===== config.mk =====
export PLATFORM = sky130hd
export DESIGN_NAME = resultPort
export DESIGN_NICKNAME = d
export VERILOG_FILES = /design/src/gjPkg.sv /design/src/resultPort.sv
export SDC_FILE = /design/constraint.sdc
export NUM_CORES = 1
export LEC_CHECK = 0
export ABC_CLOCK_PERIOD_IN_PS = 1800
export BUFFER_PORTS_ARGS = -buffer_cell sky130_fd_sc_hd__clkbuf_2
export CORE_UTILIZATION = 39
export CTS_BUF_LIST = sky130_fd_sc_hd__clkbuf_4
export CTS_CLUSTER_DIAMETER = 60
export DETAILED_ROUTE_END_ITERATION = 8
export GPL_ROUTABILITY_DRIVEN = 1
export PLACE_DENSITY = 0.93
export SLEW_MARGIN = 20
export SYNTH_ARGS = -nofsm -noshare
export SYNTH_HDL_FRONTEND = slang
export SYNTH_SLANG_ARGS = --single-unit

===== constraint.sdc =====
create_clock -name clk -period 1.8 [get_ports clk]
set_input_delay 0.09 -clock clk [delete_from_list [all_inputs] [get_ports clk]]
set_output_delay 0.09 -clock clk [all_outputs]
set_load 0.01 [all_outputs]

===== src/gjPkg.sv =====
package gjPkg;

    // Width of one matrix element
    parameter int elemWidth = 32;

    // Row and column index width, enough for 8 rows and 16 augmented columns
    parameter int idxWidth = 4;

    // Signed element, products wrap at this width
    typedef logic signed [elemWidth-1:0] elem_t;

    typedef logic [idxWidth-1:0] idx_t;

    // Sequencer states
    typedef enum logic [2:0]
    {
        stIdle,
        stFill,
        stSearch,
        stSwap,
        stEliminate,
        stNextCol,
        stDone,
        stSingular
    } gjState_t;

endpackage


===== src/resultPort.sv =====
`timescale 1ns/1ps

module resultPort import gjPkg::*;
(
    input  logic  clk,
    input  logic  rst,
    input  logic  req,
    input  logic  finished,
    input  logic  singularIn,
    input  elem_t rdElem,
    output logic  ack,
    output logic  singular,
    output logic  start,
    output elem_t rdData
);

    logic reqDly;

    // Rising req starts a run
    assign start = req && !reqDly;

    always_ff @(posedge clk)
    begin
        if (rst)
        begin
            reqDly <= 1'b0;
            ack <= 1'b0;
            singular <= 1'b0;
        end
        else
        begin
            reqDly <= req;
            if (finished)
            begin
                ack <= 1'b1;
                singular <= singularIn;
            end
            else if (ack && !req)
            begin
                // Host released req so close the handshake
                ack <= 1'b0;
                singular <= 1'b0;
            end
        end
    end

    // Readout register
    always_ff @(posedge clk)
    begin
        rdData <= rdElem;
    end

    // Host may only drop req once the engine has answered
    reqHeldUntilAck: assert property (@(posedge clk) disable iff (rst)
        (reqDly && !req) |-> ack)
        else $error("req dropped before ack");

endmodule


After elaboration in Yosys (flattened, before gate mapping)
Index checks and enable logic that the tools add are counted.

Word-level logic and storage cells: 12. Output and inout bits: 35. Flip-flop bits (word level): 35.

Mux-type cells: 3. Reduce and logical (&&, ||, !) cells: 5.

Operator list (count): $mux 1 (3); $logic_and 1x1->1 (2); $logic_not 1->1 (2); $reduce_bool 2->1 (1).

Logic depth before layout (Yosys ltp)
Depth in word-level cells: 4. Gate-level depth with buffers: 3.

Worst setup path after synthesis
No wires, ideal clock.

Path type: register -> register. Start point: register ack. End point: register singular. Stages on the path, launching flop included: 4. Data arrival time: 0.565 ns. Setup slack: 1.120 ns. Path buffers: 0. Library setup time: 0.115 ns. Required time: 1.685 ns. Path through: dfxtp_1 nand2b_1 nand3b_1 a21oi_2.

Cells in the longest elaborated chain, start to end: 2.

RTL lines: start: declaration (RTL line resultPort.sv:11) `output logic ack,`; start signal: assignment (RTL line resultPort.sv:27) `ack <= 1'b0;`; start signal: assignment (RTL line resultPort.sv:35) `ack <= 1'b1;`; start signal: assignment (RTL line resultPort.sv:41) `ack <= 1'b0;`; $logic_and 1x1->1 (RTL line resultPort.sv:38) `else if (ack && !req)`; $reduce_bool 2->1 (no line); end signal: assignment (RTL line resultPort.sv:36) `singular <= singularIn;`; end: declaration (RTL line resultPort.sv:12) `output logic singular,`.

Every way passes these cells. A chain may end at the register's enable or synchronous reset.

Worst setup path after layout
Start point: register reqDly. End point: output start.

Cells in the longest elaborated chain, start to end: 2.

RTL lines: start: declaration (RTL line resultPort.sv:17) `logic reqDly;`; start signal: assignment (RTL line resultPort.sv:32) `reqDly <= req;`; $logic_not 1->1 (RTL line resultPort.sv:20) `assign start = req && !reqDly;`; $logic_and 1x1->1 (RTL line resultPort.sv:20); end: declaration (RTL line resultPort.sv:13) `output logic start,`.

Every way passes these cells.

==> out/qor.yml <==
vias: 733
cts_tree: "done"
place_area_um2: 1130
setup_ws_ns: 0.801
clkLatencyLatePin_ns: 0.31
grt.busiest_layer: "met2"
fin_worst_skew_ns: 0.00680
synth_warnings: 0
wl_mm: 2.23
power_density_nw_per_um2: 900
drtIter0Drc: 4
drive_gt1_frac: 0.510
synthesis.area_um2: 748
synth_seq_area_share: 0.936
ios: 72
syn_area_per_cell_um2: 17.4
slew_violations: 0
syn_inst: 43
grt_pass1_vias: 740
synth_cell_types: 8
drcViolationCount: 0
cts-buffers-inserted: 5
cts_sinks: 35
die-area_um2: 2100
ctsResizeCount: 0
grt-ovfl-total: 0
finalHoldViolations: 0
start_kind: "flop"
cp_top_family: "flip-flops"
p_total_mw: 1.36
worstHoldPathType: "primary input to flop"
relSlewSlack: 0.904
arrival_ns: 0.91
grt_use_met3: 0.0992
wl_per_cell_um: 12.5
rsz0062_at_grt: "no"
min_period_ns: 0.999
rows: 15
critPathMaxFanout: 1
track_usage: 0.239
area_growth_pct: 102
irDropWorstVdd_uv: 694
cts_max_path_buffers: 2
yosys.area.top_type_share: 0.936
timing.final.crit_share: 0.555
synth_seq_cells: 35
syn-num-nets: 80
antenna_cells: 0
die_w_um: 45.8
leakage_nw: 0.771
cts.clk_slew.worst_paths_ns: 0.09
max_stage_delay_ns: 0.32
status: "finished, final reports clean"
tns_ns: 0
start_util: 0.424
grt_pass1_wl_mm: 3.25
final_common_cell: "clkbuf_2"
htree_num_levels: 2
cp.required_ns: 1.71
worst-slew-pin-transition_ns: 0.144
dr.pass1.iters: 4
use_met2: 0.443
cp_num_buf_inv: 1
synth_top_area_cell: "dfxtp_1"
fin_area_um2: 1510
fin_nets: 191
place.gp.congestion: 0.595
layout_common_cells: "clkbuf_2 (71), dfxtp_1 (35), dlygate4sd3_1 (33)"
crit_type: "flop to output pin"
drtAntennaViolNets: 0
portBuffers: 71
setup_viol_count_final: 0
fmax_mhz: 1000
fp.coreArea_um2: 1760
place_ws_ns: 1.11
synth_area_leaders: "dfxtp_1 (94%), nor2b_1 (1.7%), a21oi_2 (1.2%), nand3b_1 (1.0%), nand2b_1 (0.84%)"
hold_slack_ns: 0.0247
grt_max_degree: 10
path_cells: "nor2b_1 > clkbuf_2"
cts_root_buf: "clkbuf_4"
grtUsageMet1: 0.226
die_h_um: 45.8
drt-vias-per-instance: 4.12
antenna_found_initial: 0
end_kind: "output pin"
cap_violations: 0
cpMaxStageDelayCell: "dfxtp_1"
## logic make-up (layout without fill, tap and decap cells)
kind of cell           Yosys count  in the layout  share of synthesized area
AOI/OAI and AO/OA                2              2                     0.0184
buffers and inverters            0            110                          0
and+or+nand+nor                  6              6                     0.0451
DFF                             35             35                      0.936
## worst register-to-register path, cell delays in order, from the launching register on
cell and delay, ns:
dfxtp_1 0.37, nand2b_1 0.08, nand3b_1 0.10, a21oi_2 0.06
## layout make-up
type                    count  area (um2)
clock buffers               6        45.0
fillers                   108         254
multi-input cells           8        47.5
flip-flops and latches     35         701
well taps                  25        31.3
repair buffers            104         686
## flip-flops by register name (all words and copies together) (netlist names)
name	cells
singular	1
rdData	32
ack	1
reqDly	1
## final timing paths
path	start	to	slack, ns	cells after the start
min reg2reg	singular$_SDFFE_PP0P_	singular$_SDFFE_PP0P_	0.52	2
min	singularIn	singular$_SDFFE_PP0P_	0.02	3
max	reqDly$_SDFF_PP0_	start	0.80	2
max reg2reg	ack$_SDFFE_PP0P_	singular$_SDFFE_PP0P_	1.10	3
## power breakdown
| part | switching [mW] | internal, mW | total, mW |
|---|---|---|---|
| clock | 0.206 | 0.154 | 0.360 |
| combinational | 0.0652 | 0.104 | 0.169 |
| sequential | 0.0130 | 0.816 | 0.829 |
## synth_stat cells
| master | number |
|---|---|
| a21oi_1 | 1 |
| a21oi_2 | 1 |
| dfxtp_1 | 35 |
| nand2_1 | 1 |
| nand2b_1 | 1 |
| nand3b_1 | 1 |
| nor2_1 | 1 |
| nor2b_1 | 2 |
## stage by stage
step                      cells   util
final                       178  0.856
after global routing        178  0.856
after detailed placement    139  0.643
after floorplan              43      -
after CTS                   178  0.856
after global placement      139  0.643
## metal layers
layer  vias up  part of all wire  routed length (um)
met2        45              0.57                1270
met4         0             0.012                  26
li1        351                 -                   -
met3         4             0.078                 174
met1       333              0.34                 763
met5         -                 0                   0
## what timing repair did
| item | CTS | global route |
|---|---|---|
| hold buffers | 33 | 0 |
| setup buffers | 0 | 0 |
| hold endpoints to repair | 35 | 0 |
(Power assumes the default switching activity.)
