File: src/gjPkg.sv
package gjPkg;

    // Width of one matrix element
    parameter int elemWidth = 32;

    // Row and column index width, enough for 8 rows and 16 augmented columns
    parameter int idxWidth = 4;

    // Signed element, products wrap at this width
    typedef logic signed [elemWidth-1:0] elem_t;

    typedef logic [idxWidth-1:0] idx_t;

    // Sequencer states
    typedef enum logic [2:0]
    {
        stIdle,
        stFill,
        stSearch,
        stSwap,
        stEliminate,
        stNextCol,
        stDone,
        stSingular
    } gjState_t;

endpackage

File: src/pivotDecode.sv
`timescale 1ns/1ps

module pivotDecode import gjPkg::*;
#(
    parameter int matrixSize = 4
)
(
    input  logic  clk,
    input  logic  rst,
    input  logic  start,
    input  elem_t searchElem,
    input  elem_t pivotElem,
    output logic  fillEn,
    output logic  swapEn,
    output idx_t  swapA,
    output idx_t  swapB,
    output logic  writeEn,
    output idx_t  targetRow,
    output idx_t  pivotRow,
    output idx_t  pivotCol,
    output logic  busy,
    output logic  finished,
    output logic  singular
);

    localparam idx_t lastRow = idx_t'(matrixSize - 1);

    gjState_t state;
    idx_t     col;
    idx_t     rowPtr;
    idx_t     firstRow;
    idx_t     nextElim;

    // First row to eliminate, and the one after rowPtr, both skip the pivot row
    always_comb
    begin
        firstRow = (col == '0) ? idx_t'(1) : idx_t'(0);
        if (idx_t'(rowPtr + idx_t'(1)) == col)
            nextElim = idx_t'(rowPtr + idx_t'(2));
        else
            nextElim = idx_t'(rowPtr + idx_t'(1));
    end

    always_ff @(posedge clk)
    begin
        if (rst)
        begin
            state <= stIdle;
            col <= '0;
            rowPtr <= '0;
        end
        else
        begin
            case (state)
                stIdle:
                begin
                    if (start)
                        state <= stFill;
                end
                stFill:
                begin
                    col <= '0;
                    rowPtr <= '0;
                    state <= stSearch;
                end
                stSearch:
                begin
                    if (searchElem != '0)
                    begin
                        // rowPtr keeps the found row for the swap
                        if (rowPtr != col)
                        begin
                            state <= stSwap;
                        end
                        else
                        begin
                            rowPtr <= firstRow;
                            state <= stEliminate;
                        end
                    end
                    else if (rowPtr == lastRow)
                    begin
                        state <= stSingular;
                    end
                    else
                    begin
                        rowPtr <= rowPtr + idx_t'(1);
                    end
                end
                stSwap:
                begin
                    rowPtr <= firstRow;
                    state <= stEliminate;
                end
                stEliminate:
                begin
                    if (nextElim > lastRow)
                        state <= stNextCol;
                    else
                        rowPtr <= nextElim;
                end
                stNextCol:
                begin
                    if (col == lastRow)
                    begin
                        state <= stDone;
                    end
                    else
                    begin
                        // Search restarts at the diagonal of the next column
                        col <= col + idx_t'(1);
                        rowPtr <= col + idx_t'(1);
                        state <= stSearch;
                    end
                end
                stDone:
                begin
                    state <= stIdle;
                end
                stSingular:
                begin
                    state <= stIdle;
                end
                default:
                begin
                    state <= stIdle;
                end
            endcase
        end
    end

    assign fillEn = (state == stFill);
    assign swapEn = (state == stSwap);
    assign writeEn = (state == stEliminate);
    assign swapA = col;
    assign swapB = rowPtr;
    assign targetRow = rowPtr;
    assign pivotRow = col;
    assign pivotCol = col;
    assign busy = (state != stIdle);
    assign finished = (state == stDone) || (state == stSingular);
    assign singular = (state == stSingular);

    // Search and swap leave a nonzero pivot on the diagonal
    pivotNonZero: assert property (@(posedge clk) disable iff (rst)
        writeEn |-> pivotElem != '0)
        else $error("elimination with a zero pivot");

endmodule

File: config.mk
export PLATFORM = sky130hd
export DESIGN_NAME = pivotDecode
export DESIGN_NICKNAME = d
export VERILOG_FILES = /design/src/gjPkg.sv /design/src/pivotDecode.sv
export SDC_FILE = /design/constraint.sdc
export NUM_CORES = 1
export LEC_CHECK = 0
export ABC_CLOCK_PERIOD_IN_PS = 6100
export BUFFER_PORTS_ARGS = -buffer_cell sky130_fd_sc_hd__buf_2
export CAP_MARGIN = 0
export CELL_PAD_IN_SITES_DETAIL_PLACEMENT = 2
export CELL_PAD_IN_SITES_GLOBAL_PLACEMENT = 2
export CORE_ASPECT_RATIO = 1.5
export CORE_MARGIN = 3
export CORE_UTILIZATION = 21
export CTS_CLUSTER_DIAMETER = 150
export DETAILED_ROUTE_END_ITERATION = 8
export PLACE_DENSITY_LB_ADDON = 0.1
export SYNTH_ARGS = -nofsm -noshare
export SYNTH_HDL_FRONTEND = slang
export SYNTH_SLANG_ARGS = --single-unit
File: constraint.sdc
create_clock -name clk -period 6.1 [get_ports clk]
set_clock_uncertainty 0.1 [all_clocks]
set_input_delay 1.22 -clock clk [delete_from_list [all_inputs] [get_ports clk]]
set_output_delay 1.22 -clock clk [all_outputs]
set_load 0.01 [all_outputs]
# Word level (Yosys, flattened, before mapping)
# Cells that the tools add are included.
dict set report op_classes {
  add_sub_neg 3
  n_lt_le_gt_ge 1
  n_eq_ne 18
  muxes 16
  reduce_logical 11
}
# cell n
set op_table {}
lappend op_table {{32-bit nonzero test} 1}
lappend op_table {{4-bit two-way mux} 6}
lappend op_table {{3-bit case mux with 7 select lines} 1}
lappend op_table {{4-bit case mux with 5 select lines} 1}
lappend op_table {{3-bit two-way mux} 6}
lappend op_table {{3-bit equality test (second input constant)} 4}
lappend op_table {{3-bit inequality test (second input constant)} 3}
lappend op_table {{4-bit by 1-bit adder with 4-bit output (second input constant)} 2}
lappend op_table {{4-bit by 2-bit equality test with 1-bit output (second input constant)} 2}
lappend op_table {{4-bit case mux with 2 select lines} 1}
lappend op_table {{3-bit by 2-bit equality test with 1-bit output (second input constant)} 2}
lappend op_table {{2-bit inequality test (second input constant)} 3}
lappend op_table {{5-bit AND reduction} 1}
lappend op_table {{5-bit nonzero test} 1}
lappend op_table {{4-bit by 2-bit adder with 4-bit output (second input constant)} 1}
lappend op_table {{4-bit equality test} 1}
lappend op_table {{4-bit by 2-bit > comparator with 1-bit output (second input constant)} 1}
lappend op_table {{4-bit zero test} 1}
lappend op_table {{4-bit inequality test} 1}
lappend op_table {{3-bit by 1-bit equality test with 1-bit output (second input constant)} 1}
lappend op_table {{3-bit zero test} 1}
lappend op_table {{3-bit AND reduction} 1}
lappend op_table {{3-bit nonzero test} 1}
lappend op_table {{2-bit by 1-bit inequality test with 1-bit output (second input constant)} 1}
lappend op_table {{other kinds (5)} 5}
dict set report word_totals {
  regBits 11
  input_bits 67
  word_cells 52
}

# Logic depth before layout (Yosys ltp)
dict set report depth {
  ltp_word 6
  ltp_mapped 7
}

# Worst setup path before layout
# No wires, ideal clock.
dict set report synth_timing {
  path_type {input port to flip-flop}
  from {in searchElem[26]}
  to {reg rowPtr[2] (netlist: swapB[2])}
  setup_ps 70
  t_arrival_ps 2479
  required_time_ps 5930
  path_slack_ps 3451
  stages 6
  cell_sequence {nor4_1 > nand4_1 > nor4_2 > a22o_1 > o211ai_1 > a21oi_1}
}
dict set report synth_between {
  elab_chain_cells 3
}
# element line_no
set synth_rtl {}
lappend synth_rtl {{from (decl)} pivotDecode.sv:11} ;# input elem_t searchElem,
lappend synth_rtl {{32-bit nonzero test *} pivotDecode.sv:68} ;# if (searchElem != '0)
lappend synth_rtl {{3-bit inequality test (no source line) or 4-bit two-way mux (tied branches)} -}
lappend synth_rtl {{5-bit AND reduction (no source line) or 4-bit case mux with 5 select lines (tied branches)} -}
lappend synth_rtl {{to (signal assigned)} pivotDecode.sv:77} ;# rowPtr <= firstRow;
lappend synth_rtl {{to (signal assigned)} pivotDecode.sv:87} ;# rowPtr <= rowPtr + idx_t'(1);
lappend synth_rtl {{to (signal assigned)} pivotDecode.sv:92} ;# rowPtr <= firstRow;
lappend synth_rtl {{to (decl)} pivotDecode.sv:30} ;# idx_t rowPtr;
# Mark *: on every way between the ends. The rest lies on a longest branch, timed or not.
# A chain may end at the register's enable or synchronous reset.

# Final worst setup path
dict set report layout_timing {
  from {in searchElem[17]}
  to {reg rowPtr[2] (netlist: swapB[2])}
}
# The elaborated chain is that of the path after synthesis.

==> flow_summary.json <==
{
  "cts.sinks": 11,
  "finalInstanceArea_um2": 1525,
  "synthTopCellsByCount": "nor2_1 (21), buf_4 (13), dfxtp_1 (11), inv_1 (8), nor4_1 (8)",
  "cts_tree": "built",
  "drt-pass1-iter-count": 4,
  "insertion_delay_ns": 0.24,
  "synthAdderAreaFrac_pct": 5.071,
  "max_slew.worst_pin.slew_ns": 0.6901,
  "reg2reg_to": "swapB[2]",
  "p_leak_nw": 0.6830,
  "placed_area_um2": 1480,
  "hold_buffers": 0,
  "layout.nets": 275,
  "startpoint_type": "primary input",
  "antenna_found_initial": 0,
  "antenna_left": 0,
  "fmax_mhz": 343.3,
  "worstReg2RegStart": "swapB[0]",
  "setup_tns_ns": 0,
  "power_mw": 0.2169,
  "ir_drop_v": 0.00006352,
  "place_inst": 268,
  "start_util_pct": 22.13,
  "io_buffers": 60,
  "dieArea_um2": 6849,
  "ys.flop_type": "dfxtp_1",
  "crit_type": "in -> reg",
  "layout_worst_path_cycle_share_pct": 47.76,
  "ys_seq_elements": 11,
  "track_usage_pct": 14.83,
  "hold_start": "swapB[2]",
  "fp.dieH_um": 99.87,
  "period_minus_slack_ns": 2.913,
  "fin_cells": 272,
  "synth_top_cell_area_share_pct": 17.85,
  "avgRoutedWirePerCell_um": 17.60,
  "cts_resized": 0,
  "die_w_um": 68.58,
  "ys_top_cells_by_area": "dfxtp_1 (18%), buf_4 (7.9%), nor2_1 (6.4%), ha_1 (5.1%), xnor2_1 (4.3%)",
  "status": "completed",
  "rows": 33,
  "cts.clk_slew.worst_paths_ns": 0.06,
  "syn_area_per_cell_um2": 7.711,
  "synthDistinctLibCells": 49,
  "drc": 0,
  "gr-total-overflow": 0,
  "grt_pass1_wl_um": 7665,
  "synth_edf_count": 0,
  "numCtsBuffers": 3,
  "drtIter0Drc": 40,
  "ios": 93,
  "clock_path_buffers": 2,
  "synth_compound_area_share_pct": 21.40,
  "crit_arrival_ns": 2.99,
  "synthesis.area_um2": 1234,
  "synth_xor_xnor_area_share_pct": 10.65,
  "synth_simple_gate_area_share_pct": 29.51,
  "hp-class": "reg -> reg",
  "max_cap_viol_count": 0,
  "hold_depth": 2,
  "hold_ws_ns": 0.5503,
  "area_growth_pct": 23.63,
  "synth_nets": 232,
  "place.gp.congestion": 0.7530,
  "cp_max_fo": 6,
  "critPathCaptureType": "flip-flop",
  "diodes": 0,
  "core_um2": 5574,
  "cellPowerDensity_nw_per_um2": 142.2,
  "root_buffer": "clkbuf_8",
  "crit_required_ns": 6.17,
  "synth_top_family_by_area": "simple AND/OR/NAND/NOR gates",
  "ys_seq_area_share_pct": 17.85,
  "rsz0062_at_grt": "no",
  "yosysMostFrequentCell": "nor2_1",
  "relSlewSlack_pct": 53.89,
  "rrSetupSlack_ns": 3.55,
  "netlist_instances": 160,
  "postCtsSetupRepairBufs": 0,
  "rr_worst_depth": 7,
  "final_max_slew_viol_count": 0,
  "ys_async_sr_fraction_pct": 0,
  "via_count": 1364,
  "ys_warn_count": 0,
  "detailed_place_hpwl_um": 3934,
  "synth.largest_area_cell": "dfxtp_1",
  "via_per_inst": 5.015,
  "h-tree-depth": 1,
  "hold_viol": 0,
  "drive_gt1_share_pct": 35.64,
  "grt_max_degree": 16,
  "grt_pass1_vias": 1529,
  "synthMuxAreaShare_pct": 1.623,
  "setup_violations": 0,
  "min_to": "swapB[2]",
  "routed_wl_um": 4788
}
where the power goes:
part           total, mW  switching [mW]  internal (mW)  leakage (nW)
Clock             0.0773          0.0311         0.0462        0.0228
Sequential        0.0822         0.00793         0.0742        0.0890
Combinational     0.0575          0.0317         0.0257         0.571
per-stage QoR:
stage / setup WS, ns / util [%]
3_5_place_dp: 2.872 / 26.55
5_1_grt: 2.973 / 27.36
6_report: 3.187 / 27.36
4_1_cts: 3.137 / 27.36
3_3_place_gp: 2.954 / 26.55
2_1_floorplan: 3.451 / -
final cells by class:
cell class / count / area [um^2]
inverter: 8 / 30.03
timing repair buffer: 60 / 300.3
multi-input combinational: 119 / 842.1
fill: 680 / 4049
sequential: 11 / 220.2
tap: 70 / 87.58
clock buffer: 4 / 45.04
per-layer routing:
| layer | vias up | global-route usage [%] | share of wire (%) |
|---|---|---|---|
| li1 | 653 | - | - |
| met1 | 660 | 16.45 | 39 |
| met2 | 47 | 28.11 | 55 |
| met3 | 4 | 2.128 | 4.7 |
| met4 | 0 | 3.675 | 0.94 |
| met5 | - | 0 | 0 |
cell families (layout without fill, tap and decap cells):
kind of cell | after synthesis | count (layout)
compound gates | 35 | 35
xor+xnor | 12 | 12
fa+ha+maj | 5 | 5
buf+inv | 30 | 72
flops | 11 | 11
mux | 2 | 2
simple gates | 65 | 65
how the worst max path moves through the flow:
stage / start / to / cells after the start
final: searchElem[17] / swapB[2] / 7
after global routing: searchElem[17] / swapB[2] / 7
after CTS: searchElem[17] / swapB[2] / 7
after detailed placement: searchElem[25] / swapB[2] / 7
after global placement: searchElem[25] / swapB[2] / 7
after floorplan: searchElem[26] / swapB[2] / 6
cell usage in the layout, fill, tap and decap left out, drive strengths merged, types with 4 or more instances in the layout:
cell | synthesis | routed
a21oi | 5 | 5
buf | 16 | 60
clkbuf | 6 | 4
dfxtp | 11 | 11
ha | 5 | 5
inv | 8 | 8
nand2 | 5 | 5
nand3 | 7 | 7
nor2 | 21 | 21
nor4 | 9 | 9
o211ai | 4 | 4
o21ai | 8 | 8
xnor2 | 8 | 8
xor2 | 4 | 4
critical path, cell delays in order:
cell and delay [ns]:
buf_2 0.10, nor4_1 0.31, nand4_1 0.23, nor4_2 0.61, a22o_1 0.24, o211ai_1 0.10, a21oi_1 0.18
flip-flops by register name (all words and copies together), names as in the netlist:
signal,flops
pivotCol,4
swapB,4
state,3
Note: power is estimated with default switching activity, not from simulation.
